<file path="src/source/frame_pkg.sv">
`default_nettype none

package frame_pkg;

  // Word width used when the top level is not overridden.
  localparam int FRAME_WIDTH_DEFAULT = 32;

  // Frame sequencing from the host request to the host ack.
  typedef enum logic [2:0] {
    IDLE,      // Chip select high and waiting for req.
    LOAD,      // Capture the transmit word.
    BYTE_REQ,  // Present the next byte to the engine.
    BYTE_WAIT, // Wait for the engine to return the received byte.
    FRAME_ACK  // Hold ack and rx_word until req falls.
  } hoarder_state_e;

endpackage

`default_nettype wire

</file>
<file path="src/source/spi_pkg.sv">
`default_nettype none

package spi_pkg;

  // Bits moved on the bus in one chip-select-independent transfer.
  localparam int SPI_BYTE_WIDTH = 8;

  typedef logic [SPI_BYTE_WIDTH-1:0] spi_byte_t;

  // The engine leaves IDLE on a byte request and returns after the ack handshake.
  typedef enum logic [1:0] {
    IDLE,       // Waiting for byte_req.
    SHIFT_LOW,  // sclk low for one half-period.
    SHIFT_HIGH, // sclk high for one half-period.
    DONE        // Byte is complete and byte_ack is offered.
  } spi_state_e;

endpackage

`default_nettype wire

</file>
<file path="src/source/frame_hoarder.sv">
`timescale 1ns/1ps
`default_nettype none

module frame_hoarder #(
  parameter int DATA_WIDTH = frame_pkg::FRAME_WIDTH_DEFAULT
) (
  input  wire                     clk,
  input  wire                     rst,
  input  wire                     req,
  input  wire [DATA_WIDTH-1:0]    tx_word,
  input  wire                     byte_ack,
  input  wire spi_pkg::spi_byte_t byte_rx,
  output logic                    ack,
  output logic [DATA_WIDTH-1:0]   rx_word,
  output logic                    cs_n,
  output logic                    byte_req,
  output spi_pkg::spi_byte_t      byte_tx
);

  import frame_pkg::*;

  localparam int BW     = $bits(byte_tx);
  localparam int NBYTES = DATA_WIDTH / BW;
  localparam int CNT_W  = (NBYTES > 1) ? $clog2(NBYTES) : 1;
  localparam logic [CNT_W-1:0] LAST_BYTE = CNT_W'(NBYTES - 1);

  typedef logic [DATA_WIDTH-1:0] word_t;
  typedef logic [CNT_W-1:0]      byte_cnt_t;

  hoarder_state_e state;
  byte_cnt_t      byte_cnt;
  word_t          frame_q;
  word_t          rx_q;
  word_t          tx_shift;
  logic           last_byte;
  logic           issue;
  logic           capture;

  // Byte zero is the least significant byte of the frame.
  assign tx_shift  = frame_q >> (BW * int'(byte_cnt));
  assign last_byte = (byte_cnt == LAST_BYTE);
  assign issue     = (state == BYTE_REQ) && !byte_ack;
  assign capture   = (state == BYTE_WAIT) && byte_ack;

  always_ff @(posedge clk) begin
    if (rst) begin
      state    <= IDLE;
      byte_cnt <= '0;
      ack      <= 1'b0;
      cs_n     <= 1'b1;
      byte_req <= 1'b0;
    end else begin
      case (state)
        IDLE: begin
          if (req) begin
            cs_n  <= 1'b0;
            state <= LOAD;
          end
        end

        LOAD: begin
          byte_cnt <= '0;
          state    <= BYTE_REQ;
        end

        BYTE_REQ: begin
          // The engine must have dropped its previous ack first.
          if (!byte_ack) begin
            byte_req <= 1'b1;
            state    <= BYTE_WAIT;
          end
        end

        BYTE_WAIT: begin
          if (byte_ack) begin
            byte_req <= 1'b0;
            if (last_byte) begin
              byte_cnt <= '0;
              cs_n     <= 1'b1;
              state    <= FRAME_ACK;
            end else begin
              byte_cnt <= byte_cnt + 1'b1;
              state    <= BYTE_REQ;
            end
          end
        end

        FRAME_ACK: begin
          if (!ack) begin
            ack <= 1'b1;
          end else if (!req) begin
            ack   <= 1'b0; // Host has released req.
            state <= IDLE;
          end
        end

        default: begin
          state <= IDLE;
        end
      endcase
    end
  end

  always_ff @(posedge clk) begin
    if (state == LOAD) begin
      frame_q <= tx_word;
    end
    if (issue) begin
      byte_tx <= tx_shift[BW-1:0];
    end
    // Every byte of the frame passes through, so the first one ends on top.
    if (capture) begin
      rx_q <= (rx_q << BW) | DATA_WIDTH'(byte_rx);
    end
    if ((state == FRAME_ACK) && !ack) begin
      rx_word <= rx_q;
    end
  end

endmodule

`default_nettype wire

</file>
<file path="src/source/spi_byte_engine.sv">
`timescale 1ns/1ps
`default_nettype none

module spi_byte_engine #(
  parameter int CLK_DIV = 2
) (
  input  wire                     clk,
  input  wire                     rst,
  input  wire                     byte_req,
  input  wire spi_pkg::spi_byte_t byte_tx,
  input  wire                     miso,
  output logic                    byte_ack,
  output spi_pkg::spi_byte_t      byte_rx,
  output logic                    sclk,
  output logic                    mosi
);

  import spi_pkg::*;

  localparam int DIV_W = (CLK_DIV > 1) ? $clog2(CLK_DIV) : 1;
  localparam int BIT_W = $clog2(SPI_BYTE_WIDTH);
  localparam logic [DIV_W-1:0] LAST_DIV = DIV_W'(CLK_DIV - 1);
  localparam logic [BIT_W-1:0] LAST_BIT = BIT_W'(SPI_BYTE_WIDTH - 1);

  typedef logic [DIV_W-1:0] div_cnt_t;
  typedef logic [BIT_W-1:0] bit_cnt_t;

  spi_state_e state;
  div_cnt_t   div_cnt;
  bit_cnt_t   bit_cnt;
  spi_byte_t  shift_q;
  logic       half_done;
  logic       start;
  logic       sclk_rise;

  assign half_done = (div_cnt == LAST_DIV);
  assign start     = (state == IDLE) && byte_req;
  assign sclk_rise = (state == SHIFT_LOW) && half_done;

  always_ff @(posedge clk) begin
    if (rst) begin
      state    <= IDLE;
      div_cnt  <= '0;
      bit_cnt  <= '0;
      byte_ack <= 1'b0;
      sclk     <= 1'b0;
      mosi     <= 1'b0;
    end else begin
      case (state)
        IDLE: begin
          if (byte_req) begin
            mosi    <= byte_tx[SPI_BYTE_WIDTH-1]; // First bit is set up a half-period early.
            div_cnt <= '0;
            bit_cnt <= '0;
            state   <= SHIFT_LOW;
          end
        end

        SHIFT_LOW: begin
          if (half_done) begin
            div_cnt <= '0;
            sclk    <= 1'b1;
            state   <= SHIFT_HIGH;
          end else begin
            div_cnt <= div_cnt + 1'b1;
          end
        end

        SHIFT_HIGH: begin
          if (half_done) begin
            div_cnt <= '0;
            sclk    <= 1'b0;
            if (bit_cnt == LAST_BIT) begin
              mosi  <= 1'b0; // Line returns low between bytes.
              state <= DONE;
            end else begin
              bit_cnt <= bit_cnt + 1'b1;
              mosi    <= shift_q[SPI_BYTE_WIDTH-1]; // Next bit on the falling edge.
              state   <= SHIFT_LOW;
            end
          end else begin
            div_cnt <= div_cnt + 1'b1;
          end
        end

        DONE: begin
          if (!byte_ack) begin
            byte_ack <= 1'b1;
          end else if (!byte_req) begin
            byte_ack <= 1'b0; // Return to zero completes the byte.
            state    <= IDLE;
          end
        end

        default: begin
          state <= IDLE;
        end
      endcase
    end
  end

  // One register serves both directions. Transmit bits leave at the top
  // while miso bits enter at the bottom.
  always_ff @(posedge clk) begin
    if (start) begin
      shift_q <= byte_tx;
    end else if (sclk_rise) begin
      shift_q <= {shift_q[SPI_BYTE_WIDTH-2:0], miso};
    end
    if ((state == DONE) && !byte_ack) begin
      byte_rx <= shift_q;
    end
  end

endmodule

`default_nettype wire

</file>
<file path="src/source/spi_frame_master.sv">
`timescale 1ns/1ps
`default_nettype none

module spi_frame_master #(
  parameter int DATA_WIDTH = frame_pkg::FRAME_WIDTH_DEFAULT,
  parameter int CLK_DIV    = 2
) (
  input  wire                  clk,
  input  wire                  rst,
  input  wire                  req,
  input  wire [DATA_WIDTH-1:0] tx_word,
  input  wire                  miso,
  output wire                  ack,
  output wire [DATA_WIDTH-1:0] rx_word,
  output wire                  cs_n,
  output wire                  sclk,
  output wire                  mosi
);

  import spi_pkg::*;

  logic      byte_req;
  logic      byte_ack;
  spi_byte_t byte_tx;
  spi_byte_t byte_rx;

  frame_hoarder #(
    .DATA_WIDTH (DATA_WIDTH)
  ) hoarder0 (
    .clk      (clk),
    .rst      (rst),
    .req      (req),
    .tx_word  (tx_word),
    .byte_ack (byte_ack),
    .byte_rx  (byte_rx),
    .ack      (ack),
    .rx_word  (rx_word),
    .cs_n     (cs_n),
    .byte_req (byte_req),
    .byte_tx  (byte_tx)
  );

  spi_byte_engine #(
    .CLK_DIV (CLK_DIV)
  ) engine0 (
    .clk      (clk),
    .rst      (rst),
    .byte_req (byte_req),
    .byte_tx  (byte_tx),
    .miso     (miso),
    .byte_ack (byte_ack),
    .byte_rx  (byte_rx),
    .sclk     (sclk),
    .mosi     (mosi)
  );

endmodule

`default_nettype wire

</file>
<file path="config.mk">
export PLATFORM = sky130hd
export DESIGN_NAME = spi_frame_master
export DESIGN_NICKNAME = d
export VERILOG_FILES = /design/src/source/frame_pkg.sv /design/src/source/spi_pkg.sv /design/src/source/frame_hoarder.sv /design/src/source/spi_byte_engine.sv /design/src/source/spi_frame_master.sv
export SDC_FILE = /design/constraint.sdc
export NUM_CORES = 1
export LEC_CHECK = 0
export ABC_AREA = 1
export BUFFER_PORTS_ARGS = -buffer_cell sky130_fd_sc_hd__buf_2
export CAP_MARGIN = 10
export CORE_ASPECT_RATIO = 0.6
export CORE_MARGIN = 8
export CORE_UTILIZATION = 30
export DETAILED_ROUTE_END_ITERATION = 16
export SETUP_SLACK_MARGIN = 0.2
export SLEW_MARGIN = 25
export SYNTH_ARGS = -nofsm -noshare
export SYNTH_HDL_FRONTEND = slang
export SYNTH_SLANG_ARGS = --single-unit
</file>
<file path="constraint.sdc">
create_clock -name clk -period 4.5 [get_ports clk]
set_input_delay 0.675 -clock clk [delete_from_list [all_inputs] [get_ports clk]]
set_output_delay 0.675 -clock clk [all_outputs]
set_load 0.01 [all_outputs]
</file>
**After elaboration in Yosys (flattened, before gate mapping)**

Cells that the tools add are included.

- Logic and storage cells: 114
- Input port bits: 36
- Bits in registers: 137
- Output and inout bits: 36

- Equal/unequal tests: 21
- Add/sub/neg operators: 3
- Muxes and demuxes: 44
- Shift-type cells: 1
- Reduce and logical (&&, ||, !) cells: 27
- Bitwise operators: 1

Operators by type and width:

| operator | count |
|---|---|
| $or A32 B8 Y32 | 1 |
| $shr A32 B5 Y8 | 1 |
| $mux W3 | 9 |
| $mux W1 | 16 |
| $mux W2 | 8 |
| $mux W8 | 2 |
| $pmux W3 S5 | 1 |
| $reduce_bool A2 Y1 | 7 |
| $ne A2 B1 Y1 const B | 6 |
| $ne A2 B2 Y1 const B | 6 |
| $pmux W1 S2 | 5 |
| $reduce_and A5 Y1 | 2 |
| $reduce_and A3 Y1 | 3 |
| $pmux W2 S4 | 1 |
| $reduce_and A4 Y1 | 2 |
| $eq A2 B2 Y1 const B | 3 |
| $eq A3 B2 Y1 const B | 2 |
| $eq A3 B3 Y1 const B | 2 |
| $logic_and A1 B1 Y1 | 6 |
| $pmux W3 S2 | 1 |
| $pmux W2 S2 | 1 |
| $reduce_and A2 Y1 | 2 |
| $add A3 B1 Y3 const B | 1 |
| $eq A3 B1 Y1 const B | 1 |
| other kinds (7) | 8 |

**Depth between registers and ports, before layout**

- Depth after elaboration: 4
- Depth in mapped cells: 10

**By module**

From an unflattened synthesis, not the netlist that was laid out.

- Cell total of the unflattened synthesis: 332
- Area total of the unflattened synthesis: 4972.3 um^2

By module, submodules not included:

| module | times used | cells each | sequential area each (um^2) | area each (um^2) |
|---|---|---|---|---|
| frame_hoarder | 1 | 221 | 3283.1 | 3814.9 |
| spi_byte_engine | 1 | 111 | 660.6 | 1157.4 |

**Worst setup path after synthesis**

No wires, ideal clock.

- Path type: register -> register
- From: register hoarder0.state[0]
- To: register hoarder0.frame_q[0] (enable)
- Setup slack: 1309 ps
- Path buffers: 0
- Period minus slack after synthesis: 3191 ps
- Library setup time: 463 ps
- Stages on the path, launching flop included: 3
- Arrival: 2727 ps
- Cells stage by stage: dfxtp_1 > inv_2 > nor3_1

- Word-level cells in the longest chain between the ends: 1

RTL lines:

| what | RTL line | RTL |
|---|---|---|
| start: declaration | frame_hoarder.sv:30 | `hoarder_state_e state;` |
| start signal: assignment | frame_hoarder.sv:47 | `state <= IDLE;` |
| start signal: assignment | frame_hoarder.sv:57 | `state <= LOAD;` |
| start signal: assignment | frame_hoarder.sv:63 | `state <= BYTE_REQ;` |
| $eq A3 B1 Y1 | frame_hoarder.sv:105 | `if (state == LOAD) begin` |
| end signal: assignment | frame_hoarder.sv:106 | `frame_q <= tx_word;` |
| end: declaration | frame_hoarder.sv:32 | `word_t frame_q;` |

No other way between the ends.
A chain may end at the register's enable or synchronous reset.

**Worst setup path in the final report**

- From: register hoarder0.state[1]
- To: register hoarder0.rx_word[22] (enable)

- Word-level cells in the longest chain between the ends: 2

RTL lines:

| what | RTL line | RTL |
|---|---|---|
| $eq A3 B3 Y1 | frame_hoarder.sv:115 | `if ((state == FRAME_ACK) && !ack) begin` |
| $logic_and A1 B1 Y1 | frame_hoarder.sv:115 |  |
| end signal: assignment | frame_hoarder.sv:116 | `rx_word <= rx_q;` |
| end: declaration | frame_hoarder.sv:14 | `output logic [DATA_WIDTH-1:0] rx_word,` |

No other way between the ends.

==> impl_metrics.tcl <==
set metrics [dict create \
    maxCapViolCount 0 \
    h-tree-depth 4 \
    fp.dieW_um 182 \
    max_slew_margin_pct 37.5 \
    antenna_left 0 \
    gr-total-overflow 0 \
    fin_crit_sh_pct 40.9 \
    start_util_pct 30.6 \
    post_cts_resized 0 \
    antenna_found_initial 0 \
    seq_area_frac_synth_pct 79.7 \
    post_drt_wl_per_cell_um 14.0 \
    vdd_drop_max_v 0.000287 \
    clk-insertion-delay-late_ps 400 \
    crit_fanout 32 \
    drtIter0Drc 207 \
    core_area_mm2 0.0162 \
    area_delta_synth_final_pct 23.6 \
    synth-seq-cells 137 \
    cts_setup_buffers 0 \
    busiest_layer "met1" \
    hold_violations 0 \
    maxClockFrequency_ghz 0.543 \
    globalRouteMet2Util_pct 11.2 \
    routed-via-count 2695 \
    synth.distinct_cells 25 \
    first_pass_iters 4 \
    p_leak_nw 2.28 \
    stdcell_area_mm2 0.00612 \
    nets 456 \
    outcome "complete, no violations" \
    gp_congestion 0.749 \
    synth_nets 372 \
    tightest_slew_ps 936 \
    syn_inst 327 \
    rsz0062_at_grt "false" \
    clock_skew_ps 9.07 \
    cp.required_ps 4530 \
    routed_wl_um 8840 \
    fill_cells 1499 \
    hp-class "reg2reg" \
    start_kind "flop" \
    path_cells "nor2_1 -> nand2_1 -> nor2_4" \
    dp_hpwl_um 6140 \
    grt_pass1_wl_um 13900 \
    dieArea_mm2 0.0210 \
    crit_type "reg2reg" \
    dpl_cell_area_mm2 0.00554 \
    cp.arrival_ps 1870 \
    grt.met3_usage_pct 4.29 \
    root_buffer "clkbuf_16" \
    numCtsBuffers 17 \
    cts_tree "done" \
    port_buffers 71 \
    maxSlewViolCount 0 \
    grtUsageTotal_pct 8.57 \
    avgSynthCellArea_um2 15.1 \
    end_kind "flop" \
    yosys_warnings 0 \
    drc 0 \
    crit_slowest_cell "nor2_4" \
    cts.clk_slew.worst_paths_ps 60 \
    drive_gt1_share_pct 30.0 \
    clockBufferDepth 2 \
    powerDensity_mw_per_mm2 580 \
    cts_sinks 137 \
    final_cell_mix "edfxtp_1 (120), buf_2 (71), nand2_1 (40)" \
    grt_pass1_vias 2739 \
    fin_setup_tns_ps 0 \
    fp-row-count 36 \
    ctsHoldBuffers 0 \
    top_level_ports 72 \
    die_y_um 116 \
    drt-vias-per-instance 4.26 \
    use_met1_pct 12.0 \
    antenna_cells 0 \
    slowest_delay_ps 730 \
    grt_max_degree 34 \
    netlist_area_mm2 0.00495 \
    final-setup-viol-count 0 \
    fin_crit_ps 1840 \
    final_common_cell "edfxtp_1" \
]
-- worst max-delay path, delay by kind of cell, from the launching register on --
family	cells	cell delay [ps]
AND/OR/NAND/NOR	3	1060
flip-flops	1	390
-- synthesized netlist by cell type --
cell / n / area share, %
nand3_1: 7 / 0.71
inv_1: 21 / 1.6
buf_2: 4 / 0.40
nand2_1: 40 / 3.0
o211ai_1: 1 / 0.15
nand2_2: 1 / 0.13
dfxtp_1: 17 / 6.9
buf_4: 1 / 0.15
buf_6: 2 / 0.45
o21ai_2: 1 / 0.18
o22ai_1: 8 / 1.0
nand4_1: 2 / 0.25
nor3_2: 2 / 0.40
nor3_1: 3 / 0.30
a21oi_2: 1 / 0.18
inv_2: 3 / 0.23
mux2_2: 7 / 1.6
edfxtp_1: 120 / 73
nand3_2: 3 / 0.61
nor2_2: 2 / 0.25
ha_1: 9 / 2.3
a21oi_1: 12 / 1.2
nor3b_1: 1 / 0.15
nor2_1: 35 / 2.7
o21ai_0: 24 / 2.4
-- routing by layer --
layer  part of all wire, %  up-vias
met5                     0        -
met4                  0.41        0
met3                   8.6        4
met2                    38       96
met1                    53     1245
li1                      -     1350
-- per-stage QoR --
| stage | utilization [%] | total power, W | cells | hold slack, ps | worst slack, ps |
|---|---|---|---|---|---|
| finish | 37.8 | 0.00355 | 633 | 412 | 2660 |
| global placement | 34.2 | 0.00220 | 601 | 404 | 2350 |
| global route | 37.8 | 0.00373 | 633 | 419 | 2450 |
| floorplan | - | 0.00208 | 327 | 400 | 1310 |
| CTS | 37.8 | 0.00358 | 633 | 416 | 2630 |
| detailed placement | 34.2 | 0.00223 | 601 | 405 | 2640 |
-- flip-flops by register name, indices dropped and copies added (netlist names), 2 cells and up --
register	cells
engine0.bit_cnt	3
engine0.byte_rx	8
engine0.shift_q	8
engine0.state	2
hoarder0.byte_cnt	2
hoarder0.byte_tx	8
hoarder0.frame_q	32
hoarder0.rx_q	32
hoarder0.rx_word	32
hoarder0.state	3
-- logic make-up (layout without fill, tap and decap cells) --
logic type	after synthesis	count (layout)	synth area share, %
AO/OA/AOI/OAI	47	47	5.16
adder cells (fa/ha/maj)	9	9	2.27
buffers and inverters	31	128	2.83
flip-flops	137	137	79.7
multiplexers	7	7	1.59
AND/OR/NAND/NOR	96	96	8.49
-- area by class of cell --
type,count,area (um2),share of cell area [%]
clock buffers,17,425,6.95
repair buffers,72,363,5.93
well taps,209,262,4.27
inverters,24,90.1,1.47
clock inverters,15,154,2.52
multi-input cells,159,880,14.4
flip-flops and latches,137,3940,64.5
-- final timing paths --
kind                 startpoint              endpoint  slack (ps)  depth (start not counted)
max           hoarder0.state[1]  hoarder0.rx_word[22]        2660                          3
min          engine0.byte_rx[2]      hoarder0.rx_q[2]         410                          0
max reg2reg   hoarder0.state[1]  hoarder0.rx_word[22]        2660                          3
min reg2reg  engine0.byte_rx[2]      hoarder0.rx_q[2]         410                          0
-- where the power goes --
group / switching [W] / total [W] / internal (W)
Clock: 0.000566 / 0.00135 / 0.000783
Sequential: 0.0000974 / 0.00170 / 0.00160
Combinational: 0.000326 / 0.000500 / 0.000175
Total: 0.000989 / 0.00355 / 0.00256
(Power assumes the default switching activity.)
